<file path="src/verilog/mmu_defines.svh">
// Address widths, PMP entry count, default TLB depth, privilege codes and PMA region map
`ifndef MMU_DEFINES_SVH
`define MMU_DEFINES_SVH

////////////////////
// Widths
////////////////////

// Register and virtual address width
`define XLEN 32
// Sv32 physical address width
`define PA_BITS 34

// Number of PMP entries
`define PMP_ENTRIES 4
// TLB depth when the top level does not override it
`define TLB_ENTRIES_DEFAULT 8

// Privilege encodings as held in privMode and MPP
`define PRIV_U 2'b00
`define PRIV_S 2'b01
`define PRIV_M 2'b11

////////////////////
// PMA regions
////////////////////

// Boot ROM, 4 KiB
`define PMA_BOOTROM_BASE 34'h0_0000_1000
`define PMA_BOOTROM_SIZE 34'h0_0000_1000
// UART registers, 256 B
`define PMA_UART_BASE 34'h0_1000_0000
`define PMA_UART_SIZE 34'h0_0000_0100
// Main memory, 256 MiB
`define PMA_RAM_BASE 34'h0_8000_0000
`define PMA_RAM_SIZE 34'h0_1000_0000

`endif
</file>
<file path="src/verilog/mmuPkg.sv">
// MMU types: PTE, page size, TLB entry, PMP config, access kind, satp, status and fault flags
`default_nettype none

package mmuPkg;

  ////////////////////
  // Page tables
  ////////////////////

  // Sv32 leaf PTE as written by the walker
  typedef struct packed {
    logic [11:0] ppn1;
    logic [9:0]  ppn0;
    logic [1:0]  rsw;
    logic        d;
    logic        a;
    logic        g;
    logic        u;
    logic        x;
    logic        w;
    logic        r;
    logic        v;
  } pteT;

  // Leaf level of the walk
  typedef enum logic {
    KILOPAGE = 1'b0,
    MEGAPAGE = 1'b1
  } pageTypeT;

  // One TLB slot, tag plus the PTE fields needed after the hit
  typedef struct packed {
    logic        valid;
    logic [8:0]  asid;
    logic [19:0] vpn;
    pageTypeT    pageType;
    logic [11:0] ppn1;
    logic [9:0]  ppn0;
    logic        d;
    logic        a;
    logic        g;
    logic        u;
    logic        x;
    logic        w;
    logic        r;
  } tlbEntryT;

  ////////////////////
  // PMP
  ////////////////////

  // Address matching mode
  typedef enum logic [1:0] {
    PMP_OFF   = 2'd0,
    PMP_TOR   = 2'd1,
    PMP_NA4   = 2'd2,
    PMP_NAPOT = 2'd3
  } pmpModeT;

  // One pmpcfg byte
  typedef struct packed {
    logic       l;
    logic [1:0] reserved;
    pmpModeT    a;
    logic       x;
    logic       w;
    logic       r;
  } pmpCfgT;

  ////////////////////
  // Request and CSR views
  ////////////////////

  // Kind of access, more than one bit may be set
  typedef struct packed {
    logic read;
    logic write;
    logic execute;
    logic atomic;
  } accessT;

  typedef struct packed {
    logic        mode;
    logic [8:0]  asid;
    logic [21:0] ppn;
  } satpT;

  // mstatus bits the MMU looks at
  typedef struct packed {
    logic       mxr;
    logic       sum;
    logic       mprv;
    logic [1:0] mpp;
  } statusT;

  // Access faults, PMP half and PMA half
  typedef struct packed {
    logic pmpInstr;
    logic pmpLoad;
    logic pmpStore;
    logic pmaInstr;
    logic pmaLoad;
    logic pmaStore;
  } faultT;

endpackage

`default_nettype wire

</file>
<file path="src/verilog/mmu.sv">
// MMU top: TLB translation feeding the PMA and PMP checkers, fault merge and bus squash
`timescale 1ns/1ps
`default_nettype none
`include "mmu_defines.svh"

module mmu #(
  parameter int tlbEntries = `TLB_ENTRIES_DEFAULT,
  parameter bit immu = 1'b0
) (
  input  logic                 clk,
  input  logic                 reset,
  // CSR state
  input  mmuPkg::satpT         satp,
  input  mmuPkg::statusT       status,
  input  logic [1:0]           privMode,
  input  logic                 disableTranslation,
  input  mmuPkg::pmpCfgT       pmpCfg [`PMP_ENTRIES-1:0],
  input  logic [`XLEN-1:0]     pmpAddr [`PMP_ENTRIES-1:0],
  // Request
  input  logic [`XLEN-1:0]     virtualAddress,
  input  logic [1:0]           size,
  input  mmuPkg::accessT       access,
  // Walker fill and sfence
  input  mmuPkg::pteT          pteWriteVal,
  input  mmuPkg::pageTypeT     pageTypeWriteVal,
  input  logic                 tlbWrite,
  input  logic                 tlbFlush,
  // Results
  output logic [`PA_BITS-1:0]  physicalAddress,
  output logic                 tlbHit,
  output logic                 tlbMiss,
  output logic                 tlbPageFault,
  output mmuPkg::faultT        faults,
  output logic                 squashBusAccess
);
  import mmuPkg::*;

  faultT pmaFaults;
  faultT pmpFaults;
  logic  pmaSquash;
  logic  pmpSquash;
  // Attributes end here until a cache exists
  logic  cacheable;
  logic  idempotent;
  logic  atomicAllowed;

  ////////////////////
  // Translation
  ////////////////////

  tlb #(
    .tlbEntries(tlbEntries),
    .itlb      (immu)
  ) tlbInst (
    .clk               (clk),
    .reset             (reset),
    .satp              (satp),
    .status            (status),
    .privMode          (privMode),
    .disableTranslation(disableTranslation),
    .virtualAddress    (virtualAddress),
    .access            (access),
    .pteWriteVal       (pteWriteVal),
    .pageTypeWriteVal  (pageTypeWriteVal),
    .tlbWrite          (tlbWrite),
    .tlbFlush          (tlbFlush),
    .physicalAddress   (physicalAddress),
    .tlbHit            (tlbHit),
    .tlbMiss           (tlbMiss),
    .tlbPageFault      (tlbPageFault)
  );

  ////////////////////
  // Physical checks
  ////////////////////

  pmaChecker pmaCheckerInst (
    .physicalAddress(physicalAddress),
    .size           (size),
    .access         (access),
    .pmaFaults      (pmaFaults),
    .pmaSquash      (pmaSquash),
    .cacheable      (cacheable),
    .idempotent     (idempotent),
    .atomicAllowed  (atomicAllowed)
  );

  pmpChecker pmpCheckerInst (
    .physicalAddress(physicalAddress),
    .privMode       (privMode),
    .status         (status),
    .access         (access),
    .pmpCfg         (pmpCfg),
    .pmpAddr        (pmpAddr),
    .pmpFaults      (pmpFaults),
    .pmpSquash      (pmpSquash)
  );

  // Each checker owns its half of the fault struct
  always_comb begin
    faults          = '0;
    faults.pmpInstr = pmpFaults.pmpInstr;
    faults.pmpLoad  = pmpFaults.pmpLoad;
    faults.pmpStore = pmpFaults.pmpStore;
    faults.pmaInstr = pmaFaults.pmaInstr;
    faults.pmaLoad  = pmaFaults.pmaLoad;
    faults.pmaStore = pmaFaults.pmaStore;
  end

  assign squashBusAccess = pmaSquash || pmpSquash;

endmodule

`default_nettype wire

</file>
<file path="src/verilog/pmpChecker.sv">
// PMP checker: per-entry OFF/TOR/NA4/NAPOT match, priority select and PMP access faults
`timescale 1ns/1ps
`default_nettype none
`include "mmu_defines.svh"

module pmpChecker (
  input  logic [`PA_BITS-1:0] physicalAddress,
  input  logic [1:0]          privMode,
  input  mmuPkg::statusT      status,
  input  mmuPkg::accessT      access,
  input  mmuPkg::pmpCfgT      pmpCfg [`PMP_ENTRIES-1:0],
  input  logic [`XLEN-1:0]    pmpAddr [`PMP_ENTRIES-1:0],
  output mmuPkg::faultT       pmpFaults,
  output logic                pmpSquash
);
  import mmuPkg::*;

  logic [`XLEN-1:0]        wordAddr;
  logic [`PMP_ENTRIES-1:0] entryMatch;
  logic                    anyMatch;
  pmpCfgT                  selCfg;
  logic [1:0]              effPriv;
  logic                    permR;
  logic                    permW;
  logic                    permX;

  // pmpaddr holds PA bits 33:2
  assign wordAddr = physicalAddress[`PA_BITS-1:2];

  // MPRV applies to loads and stores only
  assign effPriv = (status.mprv && !access.execute) ? status.mpp : privMode;

  ////////////////////
  // Entry match
  ////////////////////

  for (genvar i = 0; i < `PMP_ENTRIES; i++) begin : gEntry
    logic [`XLEN-1:0] lowerBound;
    logic [`XLEN-1:0] napotMask;
    logic             torHit;
    logic             na4Hit;
    logic             napotHit;

    // TOR bottom is the previous pmpaddr, zero below entry 0
    if (i == 0) begin : gFirst
      assign lowerBound = '0;
    end else begin : gRest
      assign lowerBound = pmpAddr[i-1];
    end

    // Trailing ones plus the zero above them select the ignored bits
    assign napotMask = pmpAddr[i] ^ (pmpAddr[i] + 1'b1);

    assign torHit   = (wordAddr >= lowerBound) && (wordAddr < pmpAddr[i]);
    assign na4Hit   = wordAddr == pmpAddr[i];
    assign napotHit = (wordAddr & ~napotMask) == (pmpAddr[i] & ~napotMask);

    // OFF never matches
    assign entryMatch[i] = ((pmpCfg[i].a == PMP_TOR) && torHit) ||
                           ((pmpCfg[i].a == PMP_NA4) && na4Hit) ||
                           ((pmpCfg[i].a == PMP_NAPOT) && napotHit);
  end

  ////////////////////
  // Priority and permissions
  ////////////////////

  // Walk down so the lowest index is assigned last
  always_comb begin
    anyMatch = 1'b0;
    selCfg   = '0;
    for (int i = `PMP_ENTRIES - 1; i >= 0; i--) begin
      if (entryMatch[i]) begin
        anyMatch = 1'b1;
        selCfg   = pmpCfg[i];
      end
    end
  end

  always_comb begin
    if (!anyMatch) begin
      // No match: machine passes, S and U are denied
      permR = effPriv == `PRIV_M;
      permW = effPriv == `PRIV_M;
      permX = effPriv == `PRIV_M;
    end else if ((effPriv == `PRIV_M) && !selCfg.l) begin
      // Unlocked entries do not bind machine mode
      permR = 1'b1;
      permW = 1'b1;
      permX = 1'b1;
    end else begin
      permR = selCfg.r;
      permW = selCfg.w;
      permX = selCfg.x;
    end
  end

  always_comb begin
    pmpFaults          = '0;
    pmpFaults.pmpInstr = access.execute && !permX;
    pmpFaults.pmpLoad  = access.read && !permR;
    pmpFaults.pmpStore = (access.write || access.atomic) && !permW;
  end

  assign pmpSquash = pmpFaults.pmpInstr | pmpFaults.pmpLoad | pmpFaults.pmpStore;

endmodule

`default_nettype wire

</file>
<file path="src/verilog/pmaChecker.sv">
// PMA checker: fixed region decode, region attributes and PMA access faults
`timescale 1ns/1ps
`default_nettype none
`include "mmu_defines.svh"

module pmaChecker (
  input  logic [`PA_BITS-1:0] physicalAddress,
  input  logic [1:0]          size,
  input  mmuPkg::accessT      access,
  output mmuPkg::faultT       pmaFaults,
  output logic                pmaSquash,
  output logic                cacheable,
  output logic                idempotent,
  output logic                atomicAllowed
);

  logic selBootRom;
  logic selUart;
  logic selRam;
  logic readOk;
  logic writeOk;
  logic execOk;
  logic sizeOk;

  ////////////////////
  // Region decode
  ////////////////////

  assign selBootRom = (physicalAddress >= `PMA_BOOTROM_BASE) &&
                      (physicalAddress < (`PMA_BOOTROM_BASE + `PMA_BOOTROM_SIZE));
  assign selUart    = (physicalAddress >= `PMA_UART_BASE) &&
                      (physicalAddress < (`PMA_UART_BASE + `PMA_UART_SIZE));
  assign selRam     = (physicalAddress >= `PMA_RAM_BASE) &&
                      (physicalAddress < (`PMA_RAM_BASE + `PMA_RAM_SIZE));

  // Attributes, all zero outside the map
  assign readOk        = selBootRom | selUart | selRam;
  assign writeOk       = selUart | selRam;
  assign execOk        = selBootRom | selRam;
  assign atomicAllowed = selRam;
  assign cacheable     = selRam;
  assign idempotent    = selBootRom | selRam;

  // UART registers take word or narrower
  assign sizeOk = !selUart || (size <= 2'd2);

  ////////////////////
  // Faults
  ////////////////////

  always_comb begin
    pmaFaults          = '0;
    pmaFaults.pmaInstr = access.execute && !execOk;
    pmaFaults.pmaLoad  = access.read && !(readOk && sizeOk);
    // AMOs report as stores
    pmaFaults.pmaStore = (access.write && !(writeOk && sizeOk)) ||
                         (access.atomic && !(atomicAllowed && sizeOk));
  end

  assign pmaSquash = pmaFaults.pmaInstr | pmaFaults.pmaLoad | pmaFaults.pmaStore;

endmodule

`default_nettype wire

</file>
<file path="src/verilog/tlb.sv">
// Fully associative Sv32 TLB with ASID and global match, megapages, fill, flush and page faults
`timescale 1ns/1ps
`default_nettype none
`include "mmu_defines.svh"

module tlb #(
  parameter int tlbEntries = `TLB_ENTRIES_DEFAULT,
  parameter bit itlb = 1'b0
) (
  input  logic                 clk,
  input  logic                 reset,
  input  mmuPkg::satpT         satp,
  input  mmuPkg::statusT       status,
  input  logic [1:0]           privMode,
  input  logic                 disableTranslation,
  input  logic [`XLEN-1:0]     virtualAddress,
  input  mmuPkg::accessT       access,
  input  mmuPkg::pteT          pteWriteVal,
  input  mmuPkg::pageTypeT     pageTypeWriteVal,
  input  logic                 tlbWrite,
  input  logic                 tlbFlush,
  output logic [`PA_BITS-1:0]  physicalAddress,
  output logic                 tlbHit,
  output logic                 tlbMiss,
  output logic                 tlbPageFault
);
  import mmuPkg::*;

  localparam int ptrWidth = (tlbEntries > 1) ? $clog2(tlbEntries) : 1;

  tlbEntryT                entries [tlbEntries];
  tlbEntryT                newEntry;
  tlbEntryT                hitEntry;
  logic [ptrWidth-1:0]     replacePtr;
  logic [tlbEntries-1:0]   hitVec;
  logic [19:0]             vpn;
  logic [1:0]              effPriv;
  logic                    effRead;
  logic                    effWrite;
  logic                    effExecute;
  logic                    anyAccess;
  logic                    translate;
  logic                    pageFault;

  assign vpn = virtualAddress[`XLEN-1:12];

  ////////////////////
  // Effective access
  ////////////////////

  // Fetch side sees everything as execute and never uses MPRV
  assign effExecute = itlb ? (|access) : access.execute;
  // AMOs need both read and write rights
  assign effRead    = itlb ? 1'b0 : (access.read | access.atomic);
  assign effWrite   = itlb ? 1'b0 : (access.write | access.atomic);
  assign anyAccess  = |access;

  // MPRV loads and stores run at MPP
  assign effPriv = (!itlb && status.mprv && !access.execute) ? status.mpp : privMode;

  // Sv32 on, not machine, not bypassed
  assign translate = satp.mode && (effPriv != `PRIV_M) && !disableTranslation;

  ////////////////////
  // Fill and flush
  ////////////////////

  // Tag comes from the faulting address and current ASID
  always_comb begin
    newEntry.valid    = pteWriteVal.v;
    newEntry.asid     = satp.asid;
    newEntry.vpn      = vpn;
    newEntry.pageType = pageTypeWriteVal;
    newEntry.ppn1     = pteWriteVal.ppn1;
    newEntry.ppn0     = pteWriteVal.ppn0;
    newEntry.d        = pteWriteVal.d;
    newEntry.a        = pteWriteVal.a;
    newEntry.g        = pteWriteVal.g;
    newEntry.u        = pteWriteVal.u;
    newEntry.x        = pteWriteVal.x;
    newEntry.w        = pteWriteVal.w;
    newEntry.r        = pteWriteVal.r;
  end

  // Only the valid bits are control state
  always_ff @(posedge clk) begin
    if (reset) begin
      replacePtr <= '0;
      for (int i = 0; i < tlbEntries; i++) begin
        entries[i].valid <= 1'b0;
      end
    end else if (tlbFlush) begin
      // Flush wins over a write in the same cycle
      for (int i = 0; i < tlbEntries; i++) begin
        entries[i].valid <= 1'b0;
      end
    end else if (tlbWrite) begin
      entries[replacePtr] <= newEntry;
      // Round robin victim
      if (replacePtr == ptrWidth'(tlbEntries - 1)) begin
        replacePtr <= '0;
      end else begin
        replacePtr <= replacePtr + 1'b1;
      end
    end
  end

  ////////////////////
  // Lookup
  ////////////////////

  // All tags in parallel, megapages ignore VPN0
  always_comb begin
    for (int i = 0; i < tlbEntries; i++) begin
      hitVec[i] = entries[i].valid &&
                  (entries[i].vpn[19:10] == vpn[19:10]) &&
                  ((entries[i].pageType == MEGAPAGE) || (entries[i].vpn[9:0] == vpn[9:0])) &&
                  ((entries[i].asid == satp.asid) || entries[i].g);
    end
  end

  // Lowest matching slot supplies the payload
  always_comb begin
    hitEntry = '0;
    for (int i = tlbEntries - 1; i >= 0; i--) begin
      if (hitVec[i]) begin
        hitEntry = entries[i];
      end
    end
  end

  assign tlbHit  = translate && anyAccess && (|hitVec);
  assign tlbMiss = translate && anyAccess && !(|hitVec);

  // VPN0 passes through on a megapage
  always_comb begin
    if (tlbHit) begin
      physicalAddress = {hitEntry.ppn1,
                         (hitEntry.pageType == MEGAPAGE) ? vpn[9:0] : hitEntry.ppn0,
                         virtualAddress[11:0]};
    end else begin
      physicalAddress = `PA_BITS'(virtualAddress);
    end
  end

  ////////////////////
  // Page faults
  ////////////////////

  always_comb begin
    pageFault = 1'b0;
    if (effExecute && !hitEntry.x) begin
      pageFault = 1'b1;
    end
    // MXR makes execute-only pages readable
    if (effRead && !(hitEntry.r || (status.mxr && hitEntry.x))) begin
      pageFault = 1'b1;
    end
    if (effWrite && (!hitEntry.w || !hitEntry.d)) begin
      pageFault = 1'b1;
    end
    if (!hitEntry.a) begin
      pageFault = 1'b1;
    end
    if ((effPriv == `PRIV_U) && !hitEntry.u) begin
      pageFault = 1'b1;
    end
    // Supervisor never runs user code, reads it only with SUM
    if ((effPriv == `PRIV_S) && hitEntry.u && (effExecute || !status.sum)) begin
      pageFault = 1'b1;
    end
  end

  // A miss goes to the walker, not to the trap logic
  assign tlbPageFault = tlbHit && pageFault;

endmodule

`default_nettype wire

</file>
<file path="config.mk">
export PLATFORM = sky130hd
export DESIGN_NAME = mmu
export DESIGN_NICKNAME = d
export VERILOG_FILES = /design/src/verilog/mmuPkg.sv /design/src/verilog/mmu.sv /design/src/verilog/pmpChecker.sv /design/src/verilog/pmaChecker.sv /design/src/verilog/tlb.sv
export VERILOG_INCLUDE_DIRS = /design/src /design/src/verilog
export SDC_FILE = /design/constraint.sdc
export NUM_CORES = 1
export LEC_CHECK = 0
export BUFFER_PORTS_ARGS = -buffer_cell sky130_fd_sc_hd__buf_2
export CORE_UTILIZATION = 42
export DETAILED_ROUTE_END_ITERATION = 8
export SYNTH_ARGS = -nofsm -noshare
export SYNTH_HDL_FRONTEND = slang
export SYNTH_HIERARCHICAL = 1
export SYNTH_SLANG_ARGS = --single-unit
</file>
<file path="constraint.sdc">
create_clock -name clk -period 13.49 [get_ports clk]
set_input_delay 2.0235 -clock clk [delete_from_list [all_inputs] [get_ports clk]]
set_output_delay 2.0235 -clock clk [all_outputs]
set_load 0.02 [all_outputs]
</file>
After elaboration in Yosys (flattened, before gate mapping) --
Memories as Yosys holds them, arrays and structs flattened. Cells that the tools add are included.
Storage, ports and cells: memories 1, memory bits (writable) 480, output and inout port bits 44, register bits 3, input bits 275
Operators by class: $lt $le $gt $ge 15, reductions and logical operators 122, multiplexer cells 52, bitwise logic cells 35, add/sub/neg operators 5, equal/unequal tests 48
Memories:
- tlbInst.entries | words 8, bits a word 60, read ports 8, clocked after Yosys merged registers in 0, wr ports 8, RTL line tlb.sv:31 | tlbEntryT entries [tlbEntries];
Operator list (number):
- $and 32x32->32 | 8
- $eq 32x32->1 | 8
- $mux 30 | 8
- $eq 10x10->1 | 16
- $add 32x1->32 const B | 4
- $lt 32x32->1 | 4
- $not 32->32 | 4
- $xor 32x32->32 | 4
- $ge 32x32->1 | 3
- $eq 9x9->1 | 8
- $logic_and 1x1->1 | 68
- $mux 60 | 1
- $reduce_or 60->1 | 1
- $ge 34x13->1 const B | 1
- $ge 34x29->1 const B | 1
- $ge 34x32->1 const B | 1
- $lt 34x14->1 const B | 1
- $lt 34x29->1 const B | 1
- $lt 34x32->1 const B | 1
- $mux 34 | 1
- $mux 1 | 33
- $ge 32x1->1 const B | 1
- $mux 8 | 4
- $logic_or 1x1->1 | 31
- 16 further kinds | 64

Longest topological paths before layout --
Gate-level depths: netlist of the first run. An unclocked memory read counts as a cell.
depth in word-level cells 33, gate-level depth with buffers 27, depth with buffers taken out 26

By module --
Netlist of the first run, hierarchy kept.
By module, submodules not included:
- tlb | area each 20470.9 um2, cells an instance 1374, instances 1
- pmpChecker | area each 9447.8 um2, cells an instance 1278, instances 1
- pmaChecker | area each 197.7 um2, cells an instance 30, instances 1
- mmu | area each 6.3 um2, cells an instance 1, instances 1

Least setup slack after synthesis of the first run --
No wires, ideal clock.
kind in2out, start in virtualAddress[31], end out squashBusAccess, slack 3.364 ns, data required time 11.466 ns, stages 24, buffers on the path 1, data arrival time 8.103 ns, path through buf_2 -> xnor2_1 -> nand2_1 -> or4_1 -> nor3b_2 -> nor2_1 -> nand2_1 -> o41ai_2 -> a2111oi_4 -> o31ai_4 -> mux2i_1 -> ha_1 -> and3_4 -> and3_4 -> a221oi_2 -> a31oi_2 -> nor4b_1 -> nor4b_2 -> nor3_4 -> o41ai_4 -> a21o_2 -> a211oi_1 -> or3_1 -> or2_1
RTL lines:
- start: declaration | RTL line mmu.sv:20 | input logic [`XLEN-1:0] virtualAddress,
- end: declaration | RTL line mmu.sv:34 | output logic squashBusAccess

Final worst setup path of the first run --
start in satp[29] in the netlist's numbering, end out squashBusAccess
On the way: word-level cells in the longest chain between the ends 31, elaborated cells on any way between the ends 134, classes of those cells order compare (14); eq/ne (16); mux (24); bitwise (12); reduce/logical (68)
RTL lines:
- start: declaration | RTL line mmu.sv:13 | input mmuPkg::satpT satp,
- $eq 9x9->1 | RTL line tlb.sv:118 | ((entries[i].asid == satp.asid) || entries[i].g);
- $logic_or 1x1->1 | RTL line tlb.sv:118
- $logic_and 1x1->1 | RTL line tlb.sv:117 | ((entries[i].pageType == MEGAPAGE) || (entries[i].vpn[9:0] == vpn[9:0])) &&
- $mux 30 (8 in a row) | RTL line tlb.sv:126 | if (hitVec[i]) begin
- $mux 10 | RTL line tlb.sv:139 | (hitEntry.pageType == MEGAPAGE) ? vpn[9:0] : hitEntry.ppn0,
- $mux 34 * | RTL line tlb.sv:137 | if (tlbHit) begin
- $ge 32x32->1 or $lt 32x32->1 (tied branches) | RTL line pmpChecker.sv:54 | assign torHit = (wordAddr >= lowerBound) && (wordAddr < pmpAddr[i]);
- $logic_and 1x1->1 | RTL line pmpChecker.sv:54
- [9 not listed]
- $mux 1 | RTL line pmpChecker.sv:86 | end else if ((effPriv == `PRIV_M) && !selCfg.l) begin
- $mux 1 | RTL line pmpChecker.sv:81 | if (!anyMatch) begin
- $logic_not 1->1, on equally long branches | RTL line pmpChecker.sv:100, pmpChecker.sv:101
- $logic_and 1x1->1, on equally long branches | RTL line pmpChecker.sv:100, pmpChecker.sv:101
- $or 1x1->1 | RTL line pmpChecker.sv:105 | assign pmpSquash = pmpFaults.pmpInstr | pmpFaults.pmpLoad | pmpFaults.pmpStore;
- $or 1x1->1 * | RTL line pmpChecker.sv:105
- named net pmpSquash | RTL line mmu.sv:41 | logic pmpSquash;
- $logic_or 1x1->1 * | RTL line mmu.sv:110 | assign squashBusAccess = pmaSquash || pmpSquash;
Mark *: on every way through the listed nets, which the timed path passes. The rest lies on a longest branch.

==> impl_metrics.tcl, run 1 <==
set metrics [dict create \
    wire_per_inst_um 22.60 \
    place_congestion 0.9125 \
    status "complete, no violations" \
    worst-path-buf-inv 5 \
    drt_pass1_iterations 7 \
    hold_viol_final 0 \
    path_max_fanout 24 \
    dp_slack_ps 1665 \
    fin_crit_ps 11860 \
    antenna_found_initial 16 \
    syn_nets 3203 \
    die_height_um 269.5 \
    rows 97 \
    grt_max_degree 62 \
    crit_type "in2out" \
    finalClockSkew_ps 13.78 \
    post_cts_buffers 0 \
    synth_area_mm2 0.03006 \
    via_per_inst 5.643 \
    cts-htree-levels 2 \
    fin_ws_ps 1627 \
    nNetsFinal 3508 \
    num_vias 22310 \
    crit_top_cell "buf_4" \
    post_cts_resized 0 \
    cts_buffers 45 \
    slowest_delay_ps 600 \
    post-route-period-util_pct 87.94 \
    drv_slew 0 \
    cts.clk_slew.worst_paths_ps 60 \
    grt_pass1_vias 22050 \
    place_area_mm2 0.03269 \
    cts_tree "yes" \
    crit_path_end_kind "output pin" \
    pin_count 319 \
    final_common_cell "edfxtp_1" \
    die-width_um 269.5 \
    fin_util_pct 48.42 \
    root_buffer "clkbuf_16" \
    portBuffers 282 \
    slew_headroom_pct 30.95 \
    postLayoutCellArea_mm2 0.03409 \
    dpl.hpwl_um 66000 \
    drcViolationCount 0 \
    cp.arrival_ps 9840 \
    powerDensity_mw_per_mm2 97.58 \
    crit_family "simple AND/OR/NAND/NOR gates" \
    maxCapViolations 0 \
    drive_gt1_share_pct 15.89 \
    min_path_type "reg2reg" \
    ir_drop_mv 0.1147 \
    finalPower_uw 3326 \
    fmax_ghz 0.08429 \
    finalSetupViolCount 0 \
    start_util_pct 42.71 \
    final_cell_mix "480 x edfxtp_1, 282 x buf_2, 254 x ha_1" \
    drtIter0Drc 1699 \
    syn_avg_cell_area_um2 11.24 \
    rsz0062_at_grt "false" \
    wirelength_um 89370 \
    area_growth_pct 13.38 \
    cts_buffer_depth 3 \
    leakagePower_uw 0.01264 \
    gr-usage-all-layers_pct 24.13 \
    syn_inst 2674 \
    die_area_mm2 0.07265 \
    worstPathRequired_ps 11470 \
    yosysWarnings 6 \
    startpoint_type "input pin" \
    cpMaxStageDelayCell "mux2_1" \
    cts.sinks 483 \
    clock_latency_ps 560 \
    grt_overflow 0 \
    grt_pass1_wl_um 134200 \
    setup_tns_ps 0 \
    ant_nets 0 \
    max_slew.worst_pin.slew_ps 1036 \
    core_mm2 0.07039 \
    cts_hold_buf 0 \
]
## routing by layer
layer / up-vias / routed length (µm) / GRT usage, %
met5: - / 92 / 0
met1: 10950 / 38110 / 31.59
met3: 140 / 5204 / 2.859
met4: 16 / 2080 / 6.086
met2: 724 / 43880 / 42.23
li1: 10480 / - / -
## per-stage QoR
stage / instances / hold WS [ps]
3_3_place_gp: 3872 / 545.7
5_1_grt: 3951 / 607.9
3_5_place_dp: 3872 / 565.6
2_1_floorplan: 2674 / 521.8
6_report: 3954 / 565.4
4_1_cts: 3949 / 572.8
## power by group
part           internal [µW]  leakage (µW)  switching (µW)  total (µW)
Combinational            174       0.00760             278         451
Clock                    682      0.000678             529        1210
Sequential              1660       0.00437            3.99        1660
## flip-flops by register name (all words and copies together), names as in the netlist
| register | cells |
|---|---|
| tlbInst/entries | 480 |
| tlbInst/replacePtr | 3 |
## area by class of cell
class,instances,area [µm²]
Fill cell,6466,36310
Clock inverter,20,148.9
Antenna cell,5,12.51
Inverter,201,754.5
Tap cell,940,1176
Sequential cell,483,14470
Multi-Input combinational cell,1915,14490
Timing Repair Buffer,333,1794
Clock buffer,57,1234
## worst reg2reg max path, stage by stage (launching register included)
cell and delay (ps):
dfxtp_1 340, nand3b_1 420, nor2_4 900, buf_4 630
## worst paths after layout
check / startpoint / to / slack [ps] / cells past startpoint
max: satp[29] / squashBusAccess / 1630 / 28
min: tlbInst/replacePtr[0]$_SDFFE_PP0P_ / tlbInst/replacePtr[0]$_SDFFE_PP0P_ / 570 / 2
max reg2reg: tlbInst/replacePtr[0]$_SDFFE_PP0P_ / tlbInst/entries[2][40]$_DFFE_PP_ / 10760 / 3
min reg2reg: tlbInst/replacePtr[0]$_SDFFE_PP0P_ / tlbInst/replacePtr[0]$_SDFFE_PP0P_ / 570 / 2
Power figures use the tool's default switching activity.
==> inputs of run 2 (changes only) <==
- CORE_UTILIZATION: 42 -> 60
- PLACE_DENSITY: unset -> 0.81
==> run 2 against run 1 <==
Effect of this change: sequential power about the same; setup slack got worse by 510 ps; clock power up 6%; design area down 1.0%; utilization up 20 points; first-iteration DRC count increased by 20%; via count is 2.9% higher; maximum frequency decreased by 4.1%; critical path type unchanged; critical endpoint unchanged; largest cell class unchanged.
==> impl_metrics.tcl, run 2 (synthesized netlist as in run 1, its figures left out) <==
set metrics [dict create \
    pin_count 319 \
    crit_path_end_kind "output pin" \
    dp_slack_ps 1718 \
    stdcell_count 3675 \
    crit_type "in2out" \
    largest_reg_flops 480 \
    grt_pass1_vias 23060 \
    max_slew.worst_pin.slew_ps 1358 \
    gr-usage-all-layers_pct 33.12 \
    path_max_fanout 16 \
    cp.arrival_ps 10350 \
    hold_viol_final 0 \
    fin_ws_ps 1118 \
    min_path_type "reg2reg" \
    fin_util_pct 68.65 \
    start_util_pct 61.16 \
    setup_tns_ps 0 \
    worstPathRequired_ps 11470 \
    fmax_ghz 0.08083 \
    via_per_inst 6.247 \
    hp-start "tlbInst/replacePtr[0]$_SDFFE_PP0P_" \
    wirelength_um 85840 \
    maxCapViolations 0 \
    postLayoutCellArea_mm2 0.03374 \
    post-route-period-util_pct 91.71 \
    nFillCells 3543 \
    cts_buffers 43 \
    regMostFlops "tlbInst/entries" \
    core_mm2 0.04915 \
    rsz0062_at_grt "false" \
    cts_tree "yes" \
    r2r-start "tlbInst/replacePtr[0]$_SDFFE_PP0P_" \
    antenna_found_initial 17 \
    grt_overflow 0 \
    status "complete, no violations" \
    final_common_cell "edfxtp_1" \
    die-width_um 225.8 \
    place_congestion 0.9717 \
    drive_gt1_share_pct 15.39 \
    dpl.hpwl_um 61340 \
    startpoint "satp[30]" \
    finalSetupViolCount 0 \
    ant_nets 0 \
    final_cell_mix "480 x edfxtp_1, 282 x buf_2, 254 x ha_1" \
    grt_max_degree 62 \
    post_cts_buffers 0 \
    cts-htree-levels 2 \
    portBuffers 282 \
    cts_hold_buf 0 \
    cts_buffer_depth 3 \
    die_area_mm2 0.05100 \
    drtIter0Drc 2033 \
    rows 81 \
    leakagePower_uw 0.01263 \
    nNetsFinal 3493 \
    slew_headroom_pct 8.778 \
    powerDensity_mw_per_mm2 100.6 \
    root_buffer "clkbuf_16" \
    clock_latency_ps 560 \
    ir_drop_mv 0.1572 \
    die_height_um 225.8 \
    cts.clk_slew.worst_paths_ps 60 \
    cts.sinks 483 \
    area_growth_pct 12.24 \
    drv_slew 0 \
    drcViolationCount 0 \
    num_vias 22960 \
    largestRegisters "tlbInst/entries (480), tlbInst/replacePtr (3)" \
    grt_pass1_wl_um 127200 \
    wire_per_inst_um 23.36 \
    drt_pass1_iterations 7 \
    place_area_mm2 0.03224 \
    startpoint_type "input pin" \
    fin_crit_ps 12370 \
    post_cts_resized 0 \
    post-place-cells 3583 \
    finalClockSkew_ps 14.12 \
]
## run 2: final timing paths
path / to / slack (ps) / cells past startpoint
worst max-delay path: squashBusAccess / 1120 / 26
worst min-delay path: tlbInst/replacePtr[0]$_SDFFE_PP0P_ / 590 / 2
worst max register to register: tlbInst/entries[2][35]$_DFFE_PP_ / 10660 / 3
worst min register to register: tlbInst/replacePtr[0]$_SDFFE_PP0P_ / 590 / 2
## run 2: routing by layer
layer / routed length [µm] / track usage [%] / vias up
met4: 4889 / 19.62 / 10
met5: 70 / 0 / -
met1: 32120 / 39.59 / 11050
li1: - / - / 10470
met3: 7078 / 5.868 / 274
met2: 41680 / 55.98 / 1152
## run 2: stage by stage
step | power, µW | hold WS [ps]
floorplan | 1972 | 521.8
global placement | 2113 | 542.9
detailed placement | 2137 | 570.0
CTS | 3394 | 580.9
global route | 3496 | 643.2
finish | 3394 | 586.1
## run 2: final cells by class
class | count | area [µm²] | share of cell area [%]
diodes | 16 | 40.04 | 0.1187
clock inverters | 28 | 367.9 | 1.090
well taps | 664 | 830.8 | 2.462
flip-flops and latches | 483 | 14470 | 42.90
inverters | 201 | 754.5 | 2.236
clock buffers | 48 | 1095 | 3.245
repair buffers | 320 | 1697 | 5.028
multi-input cells | 1915 | 14480 | 42.92
## run 2: power breakdown
part	internal, µW	switching [µW]
sequential	1660	4.27
clock	757	521
combinational	173	279
total	2590	804
## run 2: critical path, stage by stage
cell and delay, ps:
buf_2 350, xor2_1 130, nor4_1 440, a41oi_1 310, nor4_1 910, nand2_1 670
nand2_1 320, o31ai_2 160, buf_4 200, a211oi_1 320, o21ai_1 200, mux2_1 750
ha_1 380, and4_4 160, and3_4 170, a221oi_2 240, a31oi_2 140, nor4b_1 430
nor4b_2 120, nor3_4 600, nor2_1 90, a211o_1 300, a31o_1 220, or3_1 300
or2_1 230, buf_2 160
